--- src/common/eth_consts.svh ---
`ifndef ETH_CONSTS_SVH
`define ETH_CONSTS_SVH

`define ETH_FIFO_DEPTH  512
`define ETH_MIN_PAYLOAD 46
`define ETH_GAP         12
`define ETH_ETYPE_ARP   16'h0806

// apb register map.
`define REG_MAC_LO   8'h00
`define REG_MAC_HI   8'h04
`define REG_IPV4     8'h08
`define REG_TX_CNT   8'h0C
`define REG_ARP_CNT  8'h10
`define REG_DROP_CNT 8'h14

`endif

--- src/common/eth_pkg.sv ---
`default_nettype none

package eth_pkg;

	typedef logic [47:0] mac_addr_t;
	typedef logic [31:0] ipv4_t;
	typedef logic [15:0] ethertype_t;

	// arp operation field.
	typedef enum logic [15:0] {
		ARP_REQUEST = 16'd1,
		ARP_REPLY   = 16'd2
	} arp_op_e;

endpackage : eth_pkg

`default_nettype wire

--- src/hw/eth_regs.sv ---
`timescale 1ns/1ns
`default_nettype none

`include "eth_consts.svh"

module eth_regs (
	input  logic               clk,
	input  logic               rst,
	input  logic               psel,
	input  logic               penable,
	input  logic               pwrite,
	input  logic [7:0]         paddr,
	input  logic [31:0]        pwdata,
	output logic [31:0]        prdata,
	output logic               pready,
	output logic               pslverr,
	input  logic               frame_sent,
	input  logic               arp_sent,
	input  logic               arp_drop,
	output eth_pkg::mac_addr_t dev_mac,
	output eth_pkg::ipv4_t     dev_ipv4
);

logic        access;
logic        mapped;
logic [31:0] tx_cnt;
logic [31:0] arp_cnt;
logic [31:0] drop_cnt;

function automatic logic [31:0] sat_inc(input logic [31:0] v, input logic en);
	return (en && v != '1) ? v + 32'd1 : v;
endfunction

assign access = psel && penable;
assign pready = 1'b1; // zero wait states.

always_comb begin
	mapped = 1'b1;
	prdata = '0;
	case (paddr)
		`REG_MAC_LO:   prdata = dev_mac[31:0];
		`REG_MAC_HI:   prdata = {16'h0000, dev_mac[47:32]};
		`REG_IPV4:     prdata = dev_ipv4;
		`REG_TX_CNT:   prdata = tx_cnt;
		`REG_ARP_CNT:  prdata = arp_cnt;
		`REG_DROP_CNT: prdata = drop_cnt;
		default:       mapped = 1'b0;
	endcase
end

assign pslverr = access && !mapped;

always_ff @(posedge clk) begin
	if (rst) begin
		dev_mac  <= '0;
		dev_ipv4 <= '0;
	end else if (access && pwrite) begin
		case (paddr)
			`REG_MAC_LO: dev_mac[31:0]  <= pwdata;
			`REG_MAC_HI: dev_mac[47:32] <= pwdata[15:0];
			`REG_IPV4:   dev_ipv4       <= pwdata;
			default: ; // counters are read only.
		endcase
	end
end

always_ff @(posedge clk) begin
	if (rst) begin
		tx_cnt   <= '0;
		arp_cnt  <= '0;
		drop_cnt <= '0;
	end else begin
		tx_cnt   <= sat_inc(tx_cnt, frame_sent);
		arp_cnt  <= sat_inc(arp_cnt, arp_sent);
		drop_cnt <= sat_inc(drop_cnt, arp_drop);
	end
end

a_apb_phase: assert property (@(posedge clk) disable iff (rst) penable |-> psel);

endmodule

`default_nettype wire

--- config.mk ---
export PLATFORM = sky130hd
export DESIGN_NAME = eth_regs
export DESIGN_NICKNAME = d
export VERILOG_FILES = /design/src/common/eth_pkg.sv /design/src/hw/eth_regs.sv
export VERILOG_INCLUDE_DIRS = /design/src /design/src/common
export SDC_FILE = /design/constraint.sdc
export NUM_CORES = 1
export LEC_CHECK = 0
export BUFFER_PORTS_ARGS = -buffer_cell sky130_fd_sc_hd__buf_2
export CORE_ASPECT_RATIO = 1.1
export CORE_MARGIN = 3
export CORE_UTILIZATION = 40
export DETAILED_ROUTE_END_ITERATION = 8
export PLACE_DENSITY = 0.66
export SLEW_MARGIN = 10
export SYNTH_ARGS = -nofsm -noshare
export SYNTH_HDL_FRONTEND = slang
export SYNTH_SLANG_ARGS = --single-unit
export TNS_END_PERCENT = 50
--- constraint.sdc ---
create_clock -name clk -period 1.9 [get_ports clk]
set_input_delay 0.095 -clock clk [delete_from_list [all_inputs] [get_ports clk]]
set_output_delay 0.095 -clock clk [all_outputs]
set_load 0.02 [all_outputs]
* Word-level counts from Yosys, hierarchy flattened
Index checks and enable logic that the tools add are counted.
** Storage, ports and cells
- Flip-flop bits (word level) :: 176
- Latch bits :: 0
- Memory bits (writable) :: 0
- Memory bits (read-only) :: 0
- Output and inout bits :: 114
- Word-level logic and storage cells :: 31
- Memories :: 0
** Operators by class
- $add $sub $neg :: 3
- Multiply operators :: 0
- Div/mod/pow operators :: 0
- Magnitude comparators :: 0
- Equal/unequal tests :: 8
- Shift-type cells :: 0
- Muxes and demuxes :: 2
- Bitwise gates (word level) :: 0
- Reduce and logical (&&, ||, !) cells :: 12
** Operators by type and width (number)
- 32-bit one-hot mux with 6 select lines :: 1
- 32-bit by 1-bit adder with 32-bit output, second input constant :: 3
- 32-bit inequality test, second input constant :: 3
- 8-bit by 4-bit == test with 1-bit output, second input constant :: 2
- 8-bit by 5-bit == test with 1-bit output, second input constant :: 2
- 8-bit by 3-bit == test with 1-bit output, second input constant :: 1
- 8-bit zero test :: 1
- 1-bit logical AND :: 6
- 2-bit AND reduction :: 3
- 6-bit OR reduction :: 1
- 1-bit zero test :: 1
- 1-bit 2-to-1 mux :: 1

* Depth between registers and ports, before layout
- Word-level depth :: 5
- Gate-level depth with buffers :: 9
- Gate-level depth less buffers :: 6

* Least setup slack after synthesis
Ideal clock, no wire load.
- Path type :: register to register
- From :: reg drop_cnt[18]
- To :: reg drop_cnt[1]
- Library setup time :: 0.128 ns
- Data arrival time :: 2.003 ns
- Slack :: -0.231 ns
- Stages on the path, launching flop included :: 9
- Buffers on the path :: 3
- Clock period less this slack :: 2.131 ns
- Cell sequence :: dfxtp_1 > nand4_1 > or4_1 > buf_2 > o21ai_1 > buf_2 > buf_2 > mux2i_1 > nor2_1
** On the way
- Longest elaborated chain between the ends :: 2
** RTL lines
- start: declaration :: line eth_regs.sv:28 : logic [31:0] drop_cnt;
- start signal: assignment :: line eth_regs.sv:75 : drop_cnt <= sat_inc(drop_cnt, arp_drop);
- 32-bit inequality test :: line eth_regs.sv:31 : return (en && v != '1) ? v + 32'd1 : v;
- 1-bit logical AND :: line eth_regs.sv:31
No other way between the ends.
A chain may end at the register's enable or synchronous reset.

* Worst setup path after layout
- From :: reg drop_cnt[8]
- To :: reg drop_cnt[21]
** On the way
- Longest elaborated chain between the ends :: 2
- Elaborated cells between the ends (all ways) :: 3
** RTL lines
- parallel branches: the longest is 2 deep, another holds 32-bit by 1-bit adder with 32-bit output
Several ways; the timed one is not identified.

==> reports/results.ini <==
[synth]
yosysTopAreaCell = dfxtp_1
synth-edff-count = 0
syn_area_um2 = 8752
postSynthAreaPerCell_um2 = 8.180
synth_nets = 1121
yosysWarnings = 0
seq_area_frac_synth_pct = 40.26
synthArstFlopShare_pct = 0
synth-main-ff-cell = dfxtp_1
ys_seq_elements = 176
yosysUniqueCellTypes = 55
synth_area_leaders = dfxtp_1, nand2_1, a21oi_1, mux4_2, nor2_1
synthCells = 1070
yosysTopAreaCellShare_pct = 40.26

[timing]
drv_slew = 0
setup_ws_ns = -0.1674
min_period_ns = 2.067
setup_viol = 46
clock_skew_ns = 0.01049
fin_hold_ws_ns = 0.08554
grt_setup_unrepaired = true
worstMarginPinSlew_ns = 0.6430
fmax_mhz = 483.7
max-slew-margin-rel_pct = 57.13
finalHoldViolCount = 0
finalCritPeriodShare_pct = 108.8

[worst_setup_path]
worstPathMaxFanout = 7
required_ns = 2.26
endpoint = drop_cnt[21]
rr_startpoint = drop_cnt[8]
cp-startpoint = drop_cnt[8]
rr_worst_depth = 5
reg2reg_slack_ns = -0.17
worstSetupPathType = reg -> reg
arrival_ns = 2.42
r2r-end = drop_cnt[21]
cp-start-kind = flop
crit_path_end_kind = flop

[final_layout]
drive_above_1_share_pct = 42.19
multi_input_area_um2 = 5479
areaGrowthSynthToFinish_pct = 52.38
n_fill_cell = 1753
seq_area_um2 = 3596
final_util_pct = 62.20
final_nets = 1479

[clock_network]
cts.sink_count = 176
clock_path_buffers = 2
cts_buffers = 17
cts_tree = built
root_buffer = clkbuf_16
clk_pin_slew_worst_paths_ns = 0.07
htreeDepth = 4
clkLatencyLatePin_ns = 0.43

[run_status]
status = complete, but fails checks
violations = setup timing

[routing]
remaining_drc_errors = 0
drt_first_iter_violations = 1135
routedWlPerCell_um = 18.91
drt-total-wl_mm = 32.76
first_pass_iters = 7
ant_nets = 0
vias = 9935
avgViaCountPerCell = 5.736

[grt]
grt_pass1_wl_mm = 49.84
grt_use_total_pct = 25.93
grt_busiest_layer = met2
antenna_found_initial = 1
use_met3_pct = 3.956
grt_use_met2_pct = 45.57
grt_start_max_net_pins = 35
grt_overflow_total = 0
grt_use_met1_pct = 32.17
grt_pass1_vias = 9318

[placed_design]
dp_hpwl_mm = 22.62
place_ws_ns = -0.2093
gp_congestion = 0.8976
port_buffers = 160

[hold_path]
hp-class = in -> reg

[floorplan]
rows = 56
coreArea_um2 = 21440
boundaryPins = 162
die_w_um = 147.0
fp.dieH_um = 161.1
dieArea_um2 = 23690
start_util_pct = 40.82

[power_and_ir_drop]
cellLeakagePower_uw = 0.005305
ir_worst_vdd_uv = 577.6
powerDensity_nw_per_um2 = 573.5

[job]
maxCapViolations = 0

[synthesized netlist by cell type, types with 2 or more instances]
master,number
nand3_1,30
or2_2,3
and3_1,11
nand2b_1,3
o21ai_2,2
nand4b_1,2
buf_1,2
and2_0,2
nand2_1,217
o211ai_1,5
xor2_1,14
mux2i_1,20
or3_1,36
nor2b_1,9
dfxtp_1,176
nand4_1,29
a22oi_1,32
buf_2,17
o21ai_0,32
o31ai_1,29
mux2_2,10
a21oi_1,125
and4_1,13
nor4b_1,3
xnor2_1,10
o2111ai_1,2
inv_1,12
or4_1,28
nor3_1,7
ha_1,3
mux4_2,16
nor4_1,11
nor2_1,67
clkbuf_1,52
and2_1,5
a222oi_1,16
[final cells by class]
| class | count | share of cell area (%) |
|---|---|---|
| Sequential cell | 176 | 26.96 |
| Tap cell | 290 | 2.721 |
| Inverter | 12 | 0.3377 |
| Clock buffer | 17 | 3.190 |
| Timing Repair Buffer | 411 | 24.52 |
| Clock inverter | 15 | 1.163 |
| Antenna cell | 1 | 0.01876 |
| Multi-Input combinational cell | 810 | 41.08 |
[worst max-delay path, stage by stage, from the launching register on]
cell	delay (ns)
dfxtp_2	0.33
nand4_1	0.19
or4_4	0.55
or3_4	0.38
or4_1	0.43
a21oi_2	0.12
[power breakdown]
group          internal, µW  switching [µW]
clock network          1850            1650
logic                   196             237
registers              3700            15.0
total                  5750            1900
[routing by layer]
layer  vias up  wire, µm
li1       4630         -
met4         0      1278
met1      4743     12890
met2       453     16660
met3       109      1931
met5         -         0
[metrics by stage]
| step | TNS (ns) | std cells | power (µW) | cell area [µm²] |
|---|---|---|---|---|
| 6_report | -2.913 | 1732 | 7649 | 13340 |
| 5_1_grt | -7.803 | 1732 | 7858 | 13340 |
| 4_1_cts | -2.651 | 1715 | 7658 | 12780 |
| 3_5_place_dp | -13.47 | 1633 | 4131 | 11250 |
| 3_3_place_gp | -9.203 | 1633 | 4127 | 11250 |
| 2_1_floorplan | -2.676 | 1070 | 3956 | 8902 |
[layout by cell type, fill, tap and decap left out, types with 5 or more instances in the layout]
cell / instances
buf_2: 126
nor2b_1: 9
or3_1: 32
or4_4: 12
inv_1: 12
nand3_1: 25
a21oi_1: 115
and4_1: 8
nor4_2: 5
buf_6: 58
nand2_1: 210
and4_4: 5
or4_1: 17
dfxtp_2: 49
o31ai_1: 27
nand4_1: 29
mux2_2: 8
a21oi_2: 10
nand3_2: 5
xnor2_1: 8
o211ai_1: 5
buf_12: 14
nor2_1: 66
mux2i_1: 20
dfxtp_1: 124
and2_1: 5
mux4_2: 16
a22oi_2: 31
and3_1: 8
nand2_2: 7
buf_4: 179
xor2_1: 13
dlygate4sd3_1: 32
o21ai_1: 5
clkbuf_16: 17
o21ai_0: 28
a222oi_1: 16
[kinds of logic after synthesis]
| group | after synthesis | share of synthesized area (%) |
|---|---|---|
| and+or+nand+nor | 487 | 27.79 |
| adders and majority gates | 3 | 0.4289 |
| other | 1 | 0.04285 |
| AOI/OAI and AO/OA | 249 | 17.50 |
| muxes | 46 | 7.691 |
| buffers and inverters | 84 | 3.889 |
| xor gates and xnor gates | 24 | 2.402 |
| DFF | 176 | 40.26 |
[timing repair]
item,4_1_cts,5_1_grt
buffers inserted,18,16
pin swaps,45,73
hold endpoints to repair,80,0
hold buffers,32,0
gates cloned,3,2
endpoints found under the setup margin,78,105
resized for setup,122,114
[how the worst min path moves through the flow]
stage	from	end	slack [ns]	cells past startpoint
2_1_floorplan	pwdata[4]	dev_mac[4]	0.23	2
3_3_place_gp	pwdata[31]	dev_ipv4[31]	0.35	3
3_5_place_dp	pwdata[26]	dev_ipv4[26]	0.36	3
4_1_cts	rst	dev_mac[37]	0.05	2
5_1_grt	rst	dev_mac[38]	0.09	2
6_report	rst	tx_cnt[7]	0.09	2
[sequential cells by signal, summed over array words and instances, names as in the netlist]
name,flops
arp_cnt,32
dev_ipv4,32
tx_cnt,32
dev_mac,48
drop_cnt,32
(Power assumes the default switching activity.)
