==> src/common/eth_consts.svh <==
`ifndef ETH_CONSTS_SVH
`define ETH_CONSTS_SVH

`define ETH_FIFO_DEPTH  512
`define ETH_MIN_PAYLOAD 46
`define ETH_GAP         12
`define ETH_ETYPE_ARP   16'h0806

// apb register map.
`define REG_MAC_LO   8'h00
`define REG_MAC_HI   8'h04
`define REG_IPV4     8'h08
`define REG_TX_CNT   8'h0C
`define REG_ARP_CNT  8'h10
`define REG_DROP_CNT 8'h14

`endif

==> src/common/eth_pkg.sv <==
`default_nettype none

package eth_pkg;

	typedef logic [47:0] mac_addr_t;
	typedef logic [31:0] ipv4_t;
	typedef logic [15:0] ethertype_t;

	// arp operation field.
	typedef enum logic [15:0] {
		ARP_REQUEST = 16'd1,
		ARP_REPLY   = 16'd2
	} arp_op_e;

endpackage : eth_pkg

`default_nettype wire

==> src/common/mac_pkg.sv <==
`default_nettype none

package mac_pkg;

	// dst goes out on the wire first and etype last.
	typedef struct packed {
		eth_pkg::mac_addr_t  dst;
		eth_pkg::mac_addr_t  src;
		eth_pkg::ethertype_t etype;
	} mac_hdr_t;

	typedef enum logic [2:0] {
		TX_IDLE,
		TX_PRE,
		TX_HDR,
		TX_PAY,
		TX_PAD,
		TX_FCS,
		TX_GAP
	} tx_state_e;

	typedef enum logic [1:0] {
		ST_PARSE,
		ST_CHECK,
		ST_REPLY,
		ST_SKIP
	} arp_state_e;

endpackage : mac_pkg

`default_nettype wire

==> src/hw/arp/arp_responder.sv <==
`timescale 1ns/1ns
`default_nettype none

`include "eth_consts.svh"

module arp_responder (
	input  logic               clk,
	input  logic               rst,
	input  logic [7:0]         rx_d,
	input  logic               rx_v,
	input  logic               rx_eof,
	input  eth_pkg::mac_addr_t dev_mac,
	input  eth_pkg::ipv4_t     dev_ipv4,
	input  logic [9:0]         ch0_space,
	output logic [7:0]         ch0_d,
	output logic               ch0_v,
	output logic               ch0_eof,
	output mac_pkg::mac_hdr_t  ch0_hdr,
	output logic               arp_sent,
	output logic               arp_drop
);

localparam int ARP_LEN = 28;
localparam int MIN_LEN = 42; // mac header plus arp body.

mac_pkg::arp_state_e  state;
logic [5:0]           cnt;
logic                 full;
eth_pkg::ethertype_t  etype;
logic [15:0]          oper;
eth_pkg::mac_addr_t   sha;
eth_pkg::ipv4_t       spa;
eth_pkg::ipv4_t       tpa;
logic [4:0]           ridx;
logic [ARP_LEN*8-1:0] reply;
logic                 match;
logic                 room;

// byte position within the rx frame.
always_ff @(posedge clk) begin
	if (rst) begin
		cnt <= '0;
	end else if (rx_v) begin
		if (rx_eof)
			cnt <= '0;
		else if (cnt != '1)
			cnt <= cnt + 6'd1;
	end
end

////////////////////
// field capture
////////////////////
always_ff @(posedge clk) begin
	if (state == mac_pkg::ST_PARSE && rx_v) begin
		case (cnt) inside
			[6'd12:6'd13]: etype <= {etype[7:0], rx_d};
			[6'd20:6'd21]: oper  <= {oper[7:0], rx_d};
			[6'd22:6'd27]: sha   <= {sha[39:0], rx_d};
			[6'd28:6'd31]: spa   <= {spa[23:0], rx_d};
			[6'd38:6'd41]: tpa   <= {tpa[23:0], rx_d};
			default: ;
		endcase
	end
end

assign match = full && etype == `ETH_ETYPE_ARP && oper == eth_pkg::ARP_REQUEST &&
	tpa == dev_ipv4;
assign room  = ch0_space >= 10'(ARP_LEN);

// htype, ptype, hlen, plen, op, sender, target.
assign reply = {16'h0001, 16'h0800, 8'd6, 8'd4, eth_pkg::ARP_REPLY,
	dev_mac, dev_ipv4, sha, spa};

////////////////////
// control
////////////////////
always_ff @(posedge clk) begin
	if (rst) begin
		state    <= mac_pkg::ST_PARSE;
		full     <= 1'b0;
		ridx     <= '0;
		ch0_v    <= 1'b0;
		ch0_eof  <= 1'b0;
		arp_sent <= 1'b0;
		arp_drop <= 1'b0;
	end else begin
		arp_sent <= 1'b0;
		arp_drop <= 1'b0;
		case (state)
			mac_pkg::ST_PARSE: begin
				if (rx_v && rx_eof) begin
					full  <= cnt >= 6'(MIN_LEN - 1);
					state <= mac_pkg::ST_CHECK;
				end else if (rx_v && cnt == 6'd13 && {etype[7:0], rx_d} != `ETH_ETYPE_ARP) begin
					state <= mac_pkg::ST_SKIP; // not arp.
				end
			end
			mac_pkg::ST_CHECK: begin
				if (match && room) begin
					ch0_v <= 1'b1;
					ridx  <= 5'd1;
					state <= mac_pkg::ST_REPLY;
				end else begin
					arp_drop <= match;
					state    <= mac_pkg::ST_PARSE;
				end
			end
			mac_pkg::ST_REPLY: begin
				if (ridx == 5'(ARP_LEN)) begin
					ch0_v   <= 1'b0;
					ch0_eof <= 1'b0;
					ridx    <= '0;
					// a frame that began mid reply is lost.
					if (cnt != '0 && !(rx_v && rx_eof))
						state <= mac_pkg::ST_SKIP;
					else
						state <= mac_pkg::ST_PARSE;
				end else begin
					ch0_eof  <= ridx == 5'(ARP_LEN - 1);
					arp_sent <= ridx == 5'(ARP_LEN - 1);
					ridx     <= ridx + 5'd1;
				end
			end
			mac_pkg::ST_SKIP: begin
				if (rx_v && rx_eof)
					state <= mac_pkg::ST_PARSE;
			end
			default: state <= mac_pkg::ST_PARSE;
		endcase
	end
end

always_ff @(posedge clk) begin
	if (state == mac_pkg::ST_CHECK)
		ch0_hdr <= '{dst: sha, src: dev_mac, etype: `ETH_ETYPE_ARP};
	if ((state == mac_pkg::ST_CHECK || state == mac_pkg::ST_REPLY) && ridx < 5'(ARP_LEN))
		ch0_d <= reply[(ARP_LEN*8-1) - 8*ridx -: 8];
end

a_no_tx_in_parse: assert property (@(posedge clk) disable iff (rst)
	state == mac_pkg::ST_PARSE |-> !ch0_v);

endmodule

`default_nettype wire

==> config.mk <==
export PLATFORM = sky130hd
export DESIGN_NAME = arp_responder
export DESIGN_NICKNAME = d
export VERILOG_FILES = /design/src/common/eth_pkg.sv /design/src/common/mac_pkg.sv /design/src/hw/arp/arp_responder.sv
export VERILOG_INCLUDE_DIRS = /design/src /design/src/common
export SDC_FILE = /design/constraint.sdc
export NUM_CORES = 1
export LEC_CHECK = 0
export BUFFER_PORTS_ARGS = -buffer_cell sky130_fd_sc_hd__clkbuf_2
export CORE_MARGIN = 3
export CORE_UTILIZATION = 35
export CTS_BUF_LIST = sky130_fd_sc_hd__clkbuf_4
export CTS_CLUSTER_SIZE = 12
export DETAILED_ROUTE_END_ITERATION = 10
export GPL_TIMING_DRIVEN = 0
export HOLD_SLACK_MARGIN = 0.15
export SYNTH_ARGS = -nofsm -noshare
export SYNTH_HDL_FRONTEND = slang
export SYNTH_SLANG_ARGS = --single-unit
==> constraint.sdc <==
create_clock -name clk -period 10.7 [get_ports clk]
set_clock_uncertainty 0.15 [all_clocks]
set_input_delay 0.535 -clock clk [delete_from_list [all_inputs] [get_ports clk]]
set_output_delay 0.535 -clock clk [all_outputs]
set_load 0.01 [all_outputs]
# Word-level counts from Yosys, hierarchy flattened
# Cells that the tools add are included.
# W data, S select, Z words.
totals:
  reg_bits: 266
  latchBits: 0
  ramBits: 0
  romBits: 0
  inputBits: 102
  out_inout_bits: 124
  memories: 0
op_classes:
  addsub: 3
  mul: 0
  n_div: 0
  n_lt_le_gt_ge: 13
  eq_ne: 15
  shifts: 1
  muxes: 16
  bitwise_logic: 6
  n_reduce_logical: 33
op_table:
  columns: ["op", "count"]
  rows:
  - ["$shiftx A231 B33 Y8", 1]
  - ["$eq A32 B32 Y1", 1]
  - ["$ge A6 B5 Y1 const B", 3]
  - ["$le A6 B5 Y1 const B", 3]
  - ["$eq A16 B1 Y1 const B", 1]
  - ["$eq A16 B12 Y1 const B", 1]
  - ["$ne A16 B12 Y1 const B", 1]
  - ["$logic_and A1 B1 Y1", 15]
  - ["$ge A6 B6 Y1 const B", 2]
  - ["$mux W2", 6]
  - ["$mux W6", 2]
  - ["$eq A5 B5 Y1 const B", 2]
  - ["$ge A10 B5 Y1 const B", 1]
  - ["$mux W5", 2]
  - ["$pmux W5 S2", 1]
  - ["$reduce_and A3 Y1", 3]
  - ["$sub A8 B8 Y9 const A", 1]
  - ["$pmux W2 S4", 1]
  - ["$reduce_and A2 Y1", 4]
  - ["$add A6 B1 Y6 const B", 1]
  - ["$eq A6 B4 Y1 const B", 1]
  - ["$ge A6 B4 Y1 const B", 1]
  - ["$le A6 B4 Y1 const B", 1]
  - ["$le A6 B6 Y1 const B", 1]
  - ["other kinds (20)", 31]

# Logic depth before layout (Yosys ltp)
logic_depth:
  word_depth: 7
  ltp_mapped: 9

# Worst setup path before layout
# OpenSTA, ideal clock, no wires.
synth_path:
  path_kind: "register -> register"
  start: "register cnt[1]"
  end: "register tpa[0] (enable)"
  t_arrival_ns: 4.164
  slack_ns: 5.873
  stages_incl_launch_ff: 6
  path_buffers: 0
  cell_sequence: "dfxtp_1 > inv_1 > ha_1 > or2_2 > a21oi_1 > nor4b_1"
synth_via:
  elab_chain_len: 4
  word_cells_on_any_way: 20
synth_lines:
  columns: ["item", "line_no", "source"]
  rows:
  - ["from (decl)", "arp_responder.sv:27", "logic [5:0] cnt;"]
  - ["from (signal assigned)", "arp_responder.sv:47", "cnt <= cnt + 6'd1;"]
  - ["$ge A6 B5 Y1 (no line), or another cell as far along", null, null]
  - ["$logic_and A1 B1 Y1 (no line)", null, null]
  - ["$not A1 Y1 (no line)", null, null]
  - ["$reduce_and A6 Y1 (no line) (*)", null, null]
  - ["to (signal assigned)", "arp_responder.sv:61", "[6'd38:6'd41]: tpa <= {tpa[23:0], rx_d};"]
  - ["to (decl)", "arp_responder.sv:33", "eth_pkg::ipv4_t tpa;"]
# Mark *: on every way between the ends. The rest lies on a longest branch, timed or not.
# A chain may end at the register's enable or synchronous reset.

# Worst setup path in the final report
layout_path:
  start: "register ridx[1]"
  end: "register ch0_d[3], data pin"
layout_via:
  elab_chain_len: 2
layout_lines:
  columns: ["item", "line_no", "source"]
  rows:
  - ["from (decl)", "arp_responder.sv:34", "logic [4:0] ridx;"]
  - ["from (signal assigned)", "arp_responder.sv:122", "ridx <= ridx + 5'd1;"]
  - ["$sub A8 B8 Y9", "arp_responder.sv:138", "ch0_d <= reply[(ARP_LEN*8-1) - 8*ridx -: 8];"]
  - ["$shiftx A231 B33 Y8", "arp_responder.sv:138", null]
  - ["to (signal assigned)", "arp_responder.sv:138", null]
  - ["to (decl)", "arp_responder.sv:15", "output logic [7:0] ch0_d,"]
# No other way between the ends.

==> summary.md <==
| Metric | Value |
|---|---|
| Least-Margin Pin Slew | `0.981 ns` |
| Core area | `29900 sq um` |
| First-pass GRT wire length | `42.4 mm` |
| Period Utilization, post-route | `28.2%` |
| IO Pins | `226` |
| Largest net degree at the start of global routing | `66` |
| Leading post-synthesis cells by cell area | `edfxtp_1 70%, mux4_2 7.2%, dfxtp_1 3.4%, xnor2_1 2.3%, ha_1 1.4%` |
| Gr usage total | `17.0%` |
| Final cell count without fillers | `1406` |
| Vias in the first global route | `7077` |
| Most common cell in the netlist | `edfxtp_1` |
| Commonest cells post-synth | `248 x edfxtp_1, 34 x mux4_2, 30 x nor2_1` |
| Initial drt markers | `498` |
| Tot Pwr | `0.00262 W` |
| R2R Setup Slk | `7.69 ns` |
| Setup CP Type | `register to register` |
| Syn Inst Count | `619` |
| Clock latency on the worst-skew pair | `0.66 ns` |
| Initial Utilization | `35.8%` |
| Synthesized area | `10700 sq um` |
| Die H | `181 microns` |
| Max Slew Vio Count | `0` |
| Required time of the critical path | `10.93 ns` |
| Clock Tree Root | `clkbuf_4` |
| Hold Slack | `0.211 ns` |
| Synth Register Bits | `266` |
| Sequential share of the synthesized area | `73.0%` |
| Crit path max-delay cell type | `dfxtp_1` |
| Clock slew at reported path FFs | `0.07 ns` |
| Die W | `181 microns` |
| Layout area overhead | `29.4%` |
| YS warnings | `0` |
| Final setup margin | `7.69 ns` |
| Worst R2R Path Depth | `6` |
| Final ANT Viol Nets | `0` |
| 1st-pass router iterations | `5` |
| Most used flip-flop cell after synthesis | `edfxtp_1` |
| Setup violators final | `0` |
| Clock Path Buffers | `3` |
| Fin Setup TNS | `0 ns` |
| Die area | `32700 sq um` |
| Worst Hold Class | `input port to register` |
| Row cnt | `63` |
| Clock sink total | `266` |
| Worst Hold Depth | `4` |
| Place WS | `7.67 ns` |
| GRT Residual Overflow | `0` |
| DRC | `0` |
| Total length of routed wires | `28.4 mm` |
| CP delay by family, top | `buffers and inverters` |
| Fin. Hold Viols | `0` |
| Synth area leader | `edfxtp_1` |
| Status | `finished, final reports clean` |
| Highest Clock Rate | `332 MHz` |
| Area share of the largest cell type after synthesis | `69.7%` |
| EDFF count, synth | `248` |
| Max_slew headroom | `34.5%` |
| Post-Syn Area per Cell | `17.3 sq um` |
| Startpoint Class | `register` |
| Crit path DAT | `3.24 ns` |
| Cts bufs inserted | `66` |
| Post-route minimum period | `3.01 ns` |
| Power Dens Cells | `189 nW/um^2` |
| Peak supply drop | `0.0971 mV` |
| Worst-path cell chain | `buf_2 -> buf_2 -> mux4_2 -> mux2i_1 -> o21ai_0 -> o22a_1` |
| Netlist cell types | `60` |
| RSZ-0062 raised after global routing | `no` |
| Vias | `6980` |
| Number of antenna violations at the first check in global routing | `4` |
| CP peak stage delay | `0.56 ns` |
| Crit path max fanout | `10` |
| Wire per inst | `20.2 microns` |
| Crit. End Element | `register` |
| CP Buf/Inv Count | `2` |
| Fraction of layout cells with a size suffix above 1 | `38.6%` |
| Max Cap Viol | `0` |
| DP HPWL | `20.5 mm` |
| Static Leak | `5.11 nW` |
| CP Depth | `6` |
| CTS tree | `done` |
| Number of vias per cell | `4.96` |
| Ys async rst share | `0%` |
| # nets final | `1090` |
| Most used cell, CP | `buf_2` |
| Dpl cells | `1240` |
| Port bufs | `207` |
| Htree depth | `3` |
| Placer Congestion | `0.859` |
| Postcts setup bufs | `0` |
[metal layers]
layer / track usage, % / vias up / part of all wire, %
met2: 28.0 / 299 / 49
li1: - / 3191 / -
met4: 5.25 / 4 / 2.0
met5: 0 / - / 0.11
met1: 21.6 / 3436 / 41
met3: 5.40 / 50 / 8.3
[power by group]
part / internal, W / switching, W
logic: 0.000189 / 0.000299
clock network: 0.000436 / 0.000381
registers: 0.00128 / 0.0000341
total: 0.00190 / 0.000714
[cells in the final DEF (no fill, tap or decap), drive strengths merged, types with 14 or more instances in the layout]
cell type / instances
a21oi: 21
buf: 38
clkbuf: 308
conb: 16
dfxtp: 18
dlygate4sd3: 58
edfxtp: 248
inv: 14
mux4: 34
nand2: 18
nand3: 15
nor2: 31
o21ai: 20
xnor2: 28
[area by class of cell]
class / instances / area (sq um)
fillers: 2639 / 16000
flip-flops and latches: 266 / 7810
multi-input cells: 316 / 2710
repair buffers: 275 / 1760
clock buffers: 90 / 676
well taps: 390 / 488
plain buffers: 39 / 230
clock inverters: 16 / 119
inverters: 12 / 45.0
diodes: 2 / 5.00
[repair_timing]
| item | 4_1_cts | 5_1_grt |
|---|---|---|
| hold buffers | 58 | 0 |
| endpoints found under the hold margin | 90 | 0 |
| gates resized for setup | 0 | 0 |
[flip-flops by register name, indices dropped and copies added, names as in the netlist]
name      count
arp_sent      1
cnt           6
sha          48
full          1
ch0_v         1
ridx          5
tpa          32
arp_drop      1
ch0_hdr      96
oper         16
spa          32
etype        16
ch0_eof       1
state         2
ch0_d         8
[worst min-delay path: stages]
cell      delay, ns
clkbuf_2       0.14
nand3_1        0.11
a21oi_1        0.07
nor2_1         0.07
[logic make-up (layout without fill, tap and decap cells)]
logic type | after synthesis | after routing | synth area share, %
mux | 47 | 47 | 8.39
other cells | 2 | 18 | 0.0703
fa+ha+maj | 12 | 12 | 1.40
flops | 266 | 266 | 73.0
compound gates | 77 | 77 | 4.82
buf+inv | 51 | 432 | 2.58
simple gates | 126 | 126 | 6.58
xor+xnor | 38 | 38 | 3.11
[worst paths after layout]
check,startpoint,to
worst min-delay path,rx_eof,full$_SDFFE_PP0P_
worst min register to register,sha[46]$_DFFE_PP_,ch0_hdr[110]$_DFFE_PP_
worst max-delay path,ridx[1]$_SDFFE_PP0P_,ch0_d[3]$_DFFE_PP_
worst max register to register,ridx[1]$_SDFFE_PP0P_,ch0_d[3]$_DFFE_PP_
[metrics by stage]
stage | instance area (sq um) | utilization, %
2_1_floorplan | 10700 | -
3_3_place_gp | 12300 | 41.1
3_5_place_dp | 12500 | 41.7
4_1_cts | 13800 | 46.3
5_1_grt | 13800 | 46.3
6_report | 13800 | 46.3
(Power assumes the default switching activity.)
