**src/common/eth_consts.svh**
```systemverilog
`ifndef ETH_CONSTS_SVH
`define ETH_CONSTS_SVH

`define ETH_FIFO_DEPTH  512
`define ETH_MIN_PAYLOAD 46
`define ETH_GAP         12
`define ETH_ETYPE_ARP   16'h0806

// apb register map.
`define REG_MAC_LO   8'h00
`define REG_MAC_HI   8'h04
`define REG_IPV4     8'h08
`define REG_TX_CNT   8'h0C
`define REG_ARP_CNT  8'h10
`define REG_DROP_CNT 8'h14

`endif

```
**src/common/eth_pkg.sv**
```systemverilog
`default_nettype none

package eth_pkg;

	typedef logic [47:0] mac_addr_t;
	typedef logic [31:0] ipv4_t;
	typedef logic [15:0] ethertype_t;

	// arp operation field.
	typedef enum logic [15:0] {
		ARP_REQUEST = 16'd1,
		ARP_REPLY   = 16'd2
	} arp_op_e;

endpackage : eth_pkg

`default_nettype wire

```
**src/common/mac_pkg.sv**
```systemverilog
`default_nettype none

package mac_pkg;

	// dst goes out on the wire first and etype last.
	typedef struct packed {
		eth_pkg::mac_addr_t  dst;
		eth_pkg::mac_addr_t  src;
		eth_pkg::ethertype_t etype;
	} mac_hdr_t;

	typedef enum logic [2:0] {
		TX_IDLE,
		TX_PRE,
		TX_HDR,
		TX_PAY,
		TX_PAD,
		TX_FCS,
		TX_GAP
	} tx_state_e;

	typedef enum logic [1:0] {
		ST_PARSE,
		ST_CHECK,
		ST_REPLY,
		ST_SKIP
	} arp_state_e;

endpackage : mac_pkg

`default_nettype wire

```
**src/hw/mac/mac_tx_framer.sv**
```systemverilog
`timescale 1ns/1ns
`default_nettype none

`include "eth_consts.svh"

module mac_tx_framer (
	input  logic               clk,
	input  logic               rst,
	input  eth_pkg::mac_addr_t dev_mac,
	input  logic [7:0]         pl_d,
	input  logic               pl_v,
	input  logic               pl_last,
	input  mac_pkg::mac_hdr_t  pl_hdr,
	output logic               pl_ack,
	output logic [7:0]         phy_d,
	output logic               phy_v,
	output logic               frame_sent
);

localparam int MIN_PAY = `ETH_MIN_PAYLOAD;
localparam int GAP     = `ETH_GAP;

mac_pkg::tx_state_e state;
logic [3:0]         cnt;
logic [5:0]         plen;
logic [111:0]       hdr_sh;
logic [31:0]        crc;

// one byte of reflected crc-32.
function automatic logic [31:0] crc_byte(input logic [31:0] c, input logic [7:0] d);
	logic [31:0] r;
	r = c ^ {24'h000000, d};
	for (int i = 0; i < 8; i++) begin
		r = r[0] ? ((r >> 1) ^ 32'hEDB8_8320) : (r >> 1);
	end
	return r;
endfunction

assign pl_ack = state == mac_pkg::TX_PAY;

////////////////////
// control
////////////////////
always_ff @(posedge clk) begin
	if (rst) begin
		state      <= mac_pkg::TX_IDLE;
		cnt        <= '0;
		plen       <= '0;
		phy_v      <= 1'b0;
		frame_sent <= 1'b0;
	end else begin
		frame_sent <= 1'b0;
		case (state)
			mac_pkg::TX_IDLE: begin
				phy_v <= 1'b0;
				cnt   <= '0;
				if (pl_v)
					state <= mac_pkg::TX_PRE;
			end
			mac_pkg::TX_PRE: begin
				phy_v <= 1'b1;
				cnt   <= cnt + 4'd1;
				if (cnt == 4'd7) begin
					cnt   <= '0;
					state <= mac_pkg::TX_HDR;
				end
			end
			mac_pkg::TX_HDR: begin
				cnt  <= cnt + 4'd1;
				plen <= '0;
				if (cnt == 4'd13) begin
					cnt   <= '0;
					state <= mac_pkg::TX_PAY;
				end
			end
			mac_pkg::TX_PAY: begin
				if (plen != '1)
					plen <= plen + 6'd1;
				if (pl_last)
					state <= (plen < 6'(MIN_PAY - 1)) ? mac_pkg::TX_PAD : mac_pkg::TX_FCS;
			end
			mac_pkg::TX_PAD: begin
				plen <= plen + 6'd1;
				if (plen == 6'(MIN_PAY - 1))
					state <= mac_pkg::TX_FCS;
			end
			mac_pkg::TX_FCS: begin
				cnt <= cnt + 4'd1;
				if (cnt == 4'd3) begin
					cnt        <= '0;
					frame_sent <= 1'b1;
					state      <= mac_pkg::TX_GAP;
				end
			end
			mac_pkg::TX_GAP: begin
				phy_v <= 1'b0;
				cnt   <= cnt + 4'd1;
				if (cnt == 4'(GAP - 2)) // idle adds the last gap cycle.
					state <= mac_pkg::TX_IDLE;
			end
			default: state <= mac_pkg::TX_IDLE;
		endcase
	end
end

////////////////////
// datapath
////////////////////
always_ff @(posedge clk) begin
	case (state)
		mac_pkg::TX_IDLE: begin
			phy_d  <= 8'h00;
			hdr_sh <= {pl_hdr.dst, dev_mac, pl_hdr.etype}; // our mac as source.
		end
		mac_pkg::TX_PRE: begin
			phy_d <= (cnt == 4'd7) ? 8'hD5 : 8'h55;
			crc   <= '1;
		end
		mac_pkg::TX_HDR: begin
			phy_d  <= hdr_sh[111:104];
			hdr_sh <= hdr_sh << 8;
			crc    <= crc_byte(crc, hdr_sh[111:104]);
		end
		mac_pkg::TX_PAY: begin
			phy_d <= pl_d;
			crc   <= crc_byte(crc, pl_d);
		end
		mac_pkg::TX_PAD: begin
			phy_d <= 8'h00;
			crc   <= crc_byte(crc, 8'h00);
		end
		mac_pkg::TX_FCS: begin
			phy_d <= ~crc[7:0]; // lsb first.
			crc   <= crc >> 8;
		end
		default: phy_d <= 8'h00;
	endcase
end

a_ack_valid: assert property (@(posedge clk) disable iff (rst) pl_ack |-> pl_v);

endmodule

`default_nettype wire

```
**config.mk**
```make
export PLATFORM = sky130hd
export DESIGN_NAME = mac_tx_framer
export DESIGN_NICKNAME = d
export VERILOG_FILES = /design/src/common/eth_pkg.sv /design/src/common/mac_pkg.sv /design/src/hw/mac/mac_tx_framer.sv
export VERILOG_INCLUDE_DIRS = /design/src /design/src/common
export SDC_FILE = /design/constraint.sdc
export NUM_CORES = 1
export LEC_CHECK = 0
export BUFFER_PORTS_ARGS = -buffer_cell sky130_fd_sc_hd__buf_2
export CAP_MARGIN = 10
export CELL_PAD_IN_SITES_DETAIL_PLACEMENT = 0
export CELL_PAD_IN_SITES_GLOBAL_PLACEMENT = 1
export CORE_ASPECT_RATIO = 2
export CORE_MARGIN = 1
export CORE_UTILIZATION = 39
export DETAILED_ROUTE_END_ITERATION = 8
export PLACE_DENSITY_LB_ADDON = 0.1
export SETUP_SLACK_MARGIN = 0.15
export SKIP_CTS_REPAIR_TIMING = 1
export SLEW_MARGIN = 15
export SYNTH_ARGS = -nofsm -noshare
export SYNTH_HDL_FRONTEND = slang
export SYNTH_SLANG_ARGS = --single-unit
```
**constraint.sdc**
```tcl
create_clock -name clk -period 6.8 [get_ports clk]
set_clock_uncertainty 0.05 [all_clocks]
set_input_delay 0.34 -clock clk [delete_from_list [all_inputs] [get_ports clk]]
set_output_delay 0.34 -clock clk [all_outputs]
set_load 0.03 [all_outputs]
```
### Yosys cells after proc, flatten, opt, wreduce, memory -nomap -nowiden

Cells that the tools add are included.

* word-level logic and storage cells: 114
* output and inout bits: 11
* flip-flop bits (word level): 167

* mux-type cells: 45
* reduce and logical (&&, ||, !) cells: 10
* magnitude comparators: 1
* add/sub/neg operators: 2
* bitwise operators: 28
* eq/ne operators: 20

Operator list (number)
* $mux 32: 24
* $not 13->14: 24
* $pmux 112 s2: 1
* $pmux 32 s5: 1
* $xor 32x8->32: 2
* $pmux 8 s4: 1
* $mux 3: 7
* $pmux 3 s7: 1
* $pmux 4 s5: 1
* $pmux 6 s3: 1
* $ne 2x2->1 const B: 7
* $mux 4: 3
* $reduce_bool 5->1: 2
* $eq 3x3->1 const B: 3
* $eq 4x4->1 const B: 2
* $mux 8: 1
* $not 8->8: 1
* $reduce_and 7->1: 1
* $add 6x1->6 const B: 1
* $eq 3x2->1 const B: 2
* $eq 6x6->1 const B: 1
* $lt 6x6->1 const B: 1
* $mux 6: 1
* $ne 6x6->1 const B: 1
* other kinds (13): 16

### Depth between registers and ports, before layout

Gate-level depths: netlist of the first run.

* depth in word-level cells: 18
* depth in mapped cells: 8
* mapped depth without buffers: 8

### Worst setup path after synthesis of the first run

Ideal clock, no wire load.

* path kind: register to register
* start: register state[0]
* end: register hdr_sh[0], enable pin
* arrival: 5.809 ns
* cell stages (with the launch flop): 6
* data required time: 6.165 ns
* period minus slack after synthesis: 6.444 ns
* path slack: 0.356 ns
* buffers on the path: 4
* cell sequence: dfxtp_1 -> clkbuf_1 -> clkbuf_1 -> buf_1 -> clkbuf_1 -> nor2_1

* longest elaborated chain between the ends: 2
* elaborated cells between the ends (all ways): 3
* those cells by class: eq/ne (1); reduce/logical (2)

RTL lines
* start, declared: line mac_tx_framer.sv:23 `mac_pkg::tx_state_e state;`
* start signal, assigned: line mac_tx_framer.sv:46 `state <= mac_pkg::TX_IDLE;`
* start signal, assigned: line mac_tx_framer.sv:58 `state <= mac_pkg::TX_PRE;`
* start signal, assigned: line mac_tx_framer.sv:65 `state <= mac_pkg::TX_HDR;`
* $eq 3x2->1 or $logic_not 3->1 (tied branches): line mac_tx_framer.sv:110 `case (state)`
* $reduce_bool 2->1 (no line) (*)
* end signal, assigned: line mac_tx_framer.sv:113 `hdr_sh <= {pl_hdr.dst, dev_mac, pl_hdr.etype};`
* end signal, assigned: line mac_tx_framer.sv:121 `hdr_sh <= hdr_sh << 8;`
* end, declared: line mac_tx_framer.sv:26 `logic [111:0] hdr_sh;`

Every way passes the cells marked *; elsewhere a longest branch is shown, timed or not.
A chain may end at the register's enable or synchronous reset.

### Worst setup path in the final report of the first run

* start: register state[2]
* end: output port pl_ack

* longest elaborated chain between the ends: 1

RTL lines
* $eq 3x2->1: line mac_tx_framer.sv:39 `assign pl_ack = state == mac_pkg::TX_PAY;`
* end, declared: line mac_tx_framer.sv:14 `output logic pl_ack,`

Every way passes these cells.

==> results of run 1 <==
[critical path: stages, from the launching register on]
cell,delay [ns]
dfxtp_1,0.31
buf_4,0.28
nor2b_1,0.08
buf_4,0.24
nand2_1,0.64
clkinv_1,0.65
buf_2,0.36
[sequential cells by signal, summed over array words and instances, names as in the netlist]
name and count:
cnt 4, crc 32, frame_sent 1, hdr_sh 112, phy_d 8, phy_v 1, plen 6, state 3
[per-layer routing]
layer | wire length (µm) | vias to the layer above | track usage (%)
li1 | - | 3678 | -
met1 | 9980 | 3496 | 22.9
met2 | 15900 | 192 | 42.3
met3 | 1090 | 78 | 4.38
met4 | 1570 | 0 | 13.4
met5 | 0 | - | 0
[final cells by class]
| type | count | share of cell area [%] |
|---|---|---|
| flip-flops and latches | 167 | 41.4 |
| repair buffers | 154 | 7.31 |
| inverters | 10 | 0.324 |
| well taps | 336 | 3.63 |
| multi-input cells | 784 | 42.6 |
| clock buffers | 23 | 4.23 |
| clock inverters | 9 | 0.562 |
[worst paths after layout]
path	to	start
max	pl_ack	state[2]$_SDFFE_PP0P_
min	hdr_sh[24]$_DFFE_PP_	dev_mac[8]
max reg2reg	crc[20]$_DFFE_PP_	state[2]$_SDFFE_PP0P_
min reg2reg	plen[5]$_SDFFE_PP0P_	plen[5]$_SDFFE_PP0P_
[synth_stat cells (4+ instances only)]
cell type / number / area share, %
buf_2: 5 / 0.25
o21ai_0: 42 / 2.1
nand4_1: 4 / 0.25
mux2i_1: 11 / 1.1
nor2b_1: 12 / 0.75
xnor2_1: 112 / 9.8
o22ai_1: 15 / 0.94
xnor2_2: 8 / 1.3
a22oi_1: 7 / 0.53
nor3_1: 8 / 0.40
ha_1: 6 / 0.75
a21o_1: 4 / 0.30
xnor3_1: 12 / 2.7
o221ai_1: 5 / 0.44
and2_1: 11 / 0.69
nand3_1: 7 / 0.35
clkbuf_1: 42 / 1.6
a221oi_1: 4 / 0.35
nand2_1: 344 / 13
xor2_1: 42 / 3.7
buf_1: 9 / 0.34
a21oi_1: 29 / 1.5
nor2_1: 43 / 1.6
inv_1: 8 / 0.30
dfxtp_1: 23 / 4.6
a31oi_1: 4 / 0.25
edfxtp_1: 144 / 43
a22o_1: 6 / 0.53
[power by group]
part	internal [mW]	switching (mW)	total [mW]	leakage [nW]
Combinational	1.37	1.89	3.25	2.92
Sequential	1.68	0.218	1.90	1.58
Clock	0.510	0.425	0.935	0.266
Total	3.56	2.53	6.09	4.76
[cell families (layout without fill, tap and decap cells)]
| family | after synthesis | count (layout) | share of synthesized area, % |
|---|---|---|---|
| AO/OA/AOI/OAI | 138 | 138 | 8.88 |
| XOR/XNOR | 185 | 185 | 20.2 |
| adder cells (fa/ha/maj) | 6 | 6 | 0.753 |
| buffers and inverters | 69 | 196 | 2.85 |
| flip-flops | 167 | 167 | 48.0 |
| multiplexers | 13 | 13 | 1.33 |
| AND/OR/NAND/NOR | 442 | 442 | 18.0 |
[per-stage QoR]
stage | setup slack (ns) | hold slack (ns) | util (%) | cells | power, mW
2_1_floorplan | 0.356 | 0.362 | - | 1020 | 4.36
3_3_place_gp | 3.38 | 0.437 | 43.9 | 1450 | 5.14
3_5_place_dp | 3.40 | 0.442 | 43.9 | 1450 | 5.17
4_1_cts | 3.37 | 0.0825 | 46.2 | 1482 | 6.13
5_1_grt | 3.28 | 0.104 | 46.2 | 1483 | 6.44
6_report | 3.39 | 0.108 | 46.2 | 1483 | 6.09
==> results_dict.tcl, run 1 <==
set metrics [dict create \
    status "complete, no violations" \
    antenna_found_initial 0 \
    cts_htree_levels 4 \
    max_slew.worst_pin.slew_ns 0.924 \
    syn_area_um2 9970 \
    dp_hpwl_um 20200 \
    synth_edf_count 144 \
    ff_latch_area_um2 4790 \
    cp-start-kind "register" \
    initial_core_util_pct 39.8 \
    rows 82 \
    required_ns 6.41 \
    period_share_pct 50.1 \
    cts_buffers 17 \
    slew_viol_final 0 \
    cp.arrival_ns 3.02 \
    n_antenna_cell 0 \
    via_per_inst 5.02 \
    wirelength_um 28600 \
    coreArea_um2 25000 \
    dpl_cell_area_um2 11000 \
    synthToLayoutAreaGrowth_pct 16.1 \
    cts.root.buffer_cell "clkbuf_16" \
    grt_setup_unrepaired "no" \
    syn_inst 1020 \
    multi_input_area_um2 4930 \
    drt-pass1-iter-count 5 \
    grt_start_max_net_pins 98 \
    wire_per_inst_um 19.3 \
    postSynth.topFlopCell "edfxtp_1" \
    gp_congestion 0.909 \
    ys_seq_area_share_pct 48.0 \
    pwr_density_cell_nw_per_um2 526 \
    yosysUniqueCellTypes 57 \
    relSlewSlack_pct 38.4 \
    drtIter0Drc 318 \
    cap_violations 0 \
    critPathKind "register to output pin" \
    clkSlewWorstSetupHoldPaths_ns 0.07 \
    track_usage_pct 22.8 \
    grt_pass1_wl_um 43400 \
    p_leak_nw 4.76 \
    grt_overflow_total 0 \
    async_flop_share_pct 0 \
    layout.nets 1312 \
    drcViolationCount 0 \
    finalSetupTns_ns 0 \
    layout_common_cells "343 x nand2_1, 144 x edfxtp_1, 134 x buf_2" \
    numClockSinks 167 \
    synth_fp_nets 1198 \
    hold_violations 0 \
    hold_path.class "input port to register" \
    die-area_um2 26300 \
    crit_fanout 22 \
    vias 7444 \
    die_w_um 115 \
    postRouteAntennaNets 0 \
    clock_latency_ns 0.45 \
    fin_area_um2 11600 \
    cts_max_path_buffers 2 \
    fmax_mhz 293 \
    fill_cells 2567 \
    yosys_warnings 0 \
    syn_area_per_cell_um2 9.78 \
    setup_viol 0 \
    yosys_register_bits 167 \
    ir_drop_uv 194 \
    drive_above_1_share_pct 18.5 \
    die_y_um 228 \
    r2r_slack_ns 3.40 \
    worstSetupEndpointType "output pin" \
    cts_tree "done" \
    port_buffers 134 \
    rr_worst_depth 8 \
    first_global_vias 7564 \
    layout_commonest_cell "nand2_1" \
    ios 183 \
    holdPathStages 3 \
    final.min_clock_period_ns 3.41 \
]
Note: power is estimated with default switching activity, not from simulation.
==> inputs of run 2 (changes only) <==
--- a/config.mk
+++ b/config.mk
@@ -12,7 +12,7 @@
 export CELL_PAD_IN_SITES_GLOBAL_PLACEMENT = 1
 export CORE_ASPECT_RATIO = 2
 export CORE_MARGIN = 1
-export CORE_UTILIZATION = 39
+export CORE_UTILIZATION = 43
 export DETAILED_ROUTE_END_ITERATION = 8
 export PLACE_DENSITY_LB_ADDON = 0.1
 export SETUP_SLACK_MARGIN = 0.15
==> constraint.sdc (replaced) <==
create_clock -name clk -period 3.3 [get_ports clk]
set_clock_uncertainty 0.05 [all_clocks]
set_input_delay 0.165 -clock clk [delete_from_list [all_inputs] [get_ports clk]]
set_output_delay 0.165 -clock clk [all_outputs]
set_load 0.03 [all_outputs]
==> run 2 against run 1 <==
  * The flow now finishes with violations (negative hold slack)
  * Combinational power increased by 120%
  * Critical path depth increased by 1
  * Worst setup slack lost 3.1 ns
  * Die area shrank 9.2%
  * Final cell count up 4.7%
  * Sequential power is 100% higher
  * Register-to-register slack worse by 3.1 ns
  * Clock power rose by 130%
  * Via count increased by 9.1%
  * First-iteration DRC count grew 40%
  * Final area grew 11%
  * Critical path type is now register to register
  * Largest power group unchanged
==> results_dict.tcl, run 2 (synthesized netlist as in run 1, its figures left out) <==
set metrics [dict create \
    status "complete, but fails checks" \
    failed_checks "negative hold slack" \
    cts_max_path_buffers 2 \
    postRouteAntennaNets 0 \
    slew_viol_final 0 \
    die_y_um 217 \
    n_antenna_cell 0 \
    rows 78 \
    grt_overflow_total 0 \
    setup_viol 0 \
    pwr_density_cell_nw_per_um2 1020 \
    layout_common_cells "343 x nand2_1, 144 x edfxtp_1, 134 x buf_2" \
    worstSetupEndpointType "register" \
    track_usage_pct 26.0 \
    period_share_pct 90.0 \
    drive_above_1_share_pct 18.2 \
    cts.root.buffer_cell "clkbuf_16" \
    drcViolationCount 0 \
    p_leak_nw 5.37 \
    grt_setup_unrepaired "no" \
    crit_fanout 7 \
    port_buffers 134 \
    die-area_um2 23800 \
    fmax_mhz 337 \
    final.min_clock_period_ns 2.97 \
    cts_buffers 17 \
    required_ns 3.44 \
    min-delay-start "dev_mac[11]" \
    finalSetupTns_ns 0 \
    first_global_vias 7755 \
    ios 183 \
    grt_pass1_wl_um 44200 \
    vias 8120 \
    critPathKind "register to register" \
    cap_violations 0 \
    reg_top3 "hdr_sh (112), crc (32), phy_d (8)" \
    ir_drop_uv 1020 \
    cp-startpoint "crc[1]$_DFFE_PP_" \
    whs_ns -0.00427 \
    wire_per_inst_um 19.6 \
    dp_hpwl_um 20900 \
    numClockSinks 167 \
    cp.arrival_ns 3.11 \
    regMostFlops "hdr_sh" \
    layout.nets 1438 \
    wirelength_um 30400 \
    initial_core_util_pct 43.9 \
    r2r_start "crc[1]$_DFFE_PP_" \
    layout_commonest_cell "nand2_1" \
    hold_path.class "input port to register" \
    coreArea_um2 22700 \
    largest_reg_flops 112 \
    cts_tree "done" \
    cts_htree_levels 4 \
    die_w_um 110 \
    clock_latency_ns 0.44 \
    hold_violations 2 \
    via_per_inst 5.23 \
    gp_congestion 0.900 \
    grt_start_max_net_pins 113 \
    drt-pass1-iter-count 5 \
    synthToLayoutAreaGrowth_pct 28.9 \
    max_slew.worst_pin.slew_ns 0.744 \
    clkSlewWorstSetupHoldPaths_ns 0.07 \
    cp-start-kind "register" \
    drtIter0Drc 444 \
    antenna_found_initial 0 \
    relSlewSlack_pct 50.3 \
]
[run 2: path summary, 6_finish.rpt]
path | to | slack (ns) | cells past startpoint
setup / recovery | crc[20]$_DFFE_PP_ | 0.33 | 7
hold / removal | hdr_sh[27]$_DFFE_PP_ | -0.004 | 3
setup reg to reg | crc[20]$_DFFE_PP_ | 0.33 | 7
hold reg to reg | plen[5]$_SDFFE_PP0P_ | 0.45 | 2
[run 2: layer usage]
| layer | share of wire (%) | wire, µm | vias to the layer above | track usage (%) |
|---|---|---|---|---|
| li1 | - | - | 3927 | - |
| met1 | 34 | 10500 | 3880 | 25.9 |
| met2 | 55 | 16600 | 232 | 46.7 |
| met3 | 4.4 | 1320 | 81 | 5.84 |
| met4 | 6.4 | 1960 | 0 | 17.6 |
| met5 | 0 | 0 | - | 0 |
[run 2: critical path, cell delays in order (launching register included)]
cell      delay [ns]
edfxtp_1        0.60
buf_4           0.27
xnor2_4         0.37
xnor3_1         0.49
xnor2_2         0.26
o32ai_1         0.14
mux2_2          0.28
a211o_1         0.27
[run 2: per-stage QoR]
step / worst slack (ns) / util [%] / cell area, µm² / power [mW] / std cells
after floorplan: 0.152 / - / 9990 / 8.93 / 1020
after global routing: 0.253 / 56.5 / 12900 / 13.9 / 1553
after detailed placement: 0.373 / 48.9 / 11100 / 10.8 / 1412
after global placement: 0.411 / 48.9 / 11100 / 10.8 / 1412
after CTS: 0.357 / 51.7 / 11800 / 13.1 / 1444
final: 0.329 / 56.5 / 12900 / 13.2 / 1553
[run 2: area by class of cell]
cell class                      count  area (µm²)
Timing Repair Buffer              280        2100
Clock inverter                     11         169
Inverter                           10        37.5
Clock buffer                       21         470
Tap cell                          280         350
Sequential cell                   167        4790
Multi-Input combinational cell    784        4940
Fill cell                        2068        9890
[run 2: power breakdown]
group          leakage [nW]  switching, mW  total, mW  internal [mW]
Clock                 0.319          0.862       2.19           1.33
Combinational          3.47           4.03       7.07           3.03
Sequential             1.58          0.428       3.89           3.47
Total                  5.37           5.32       13.2           7.83
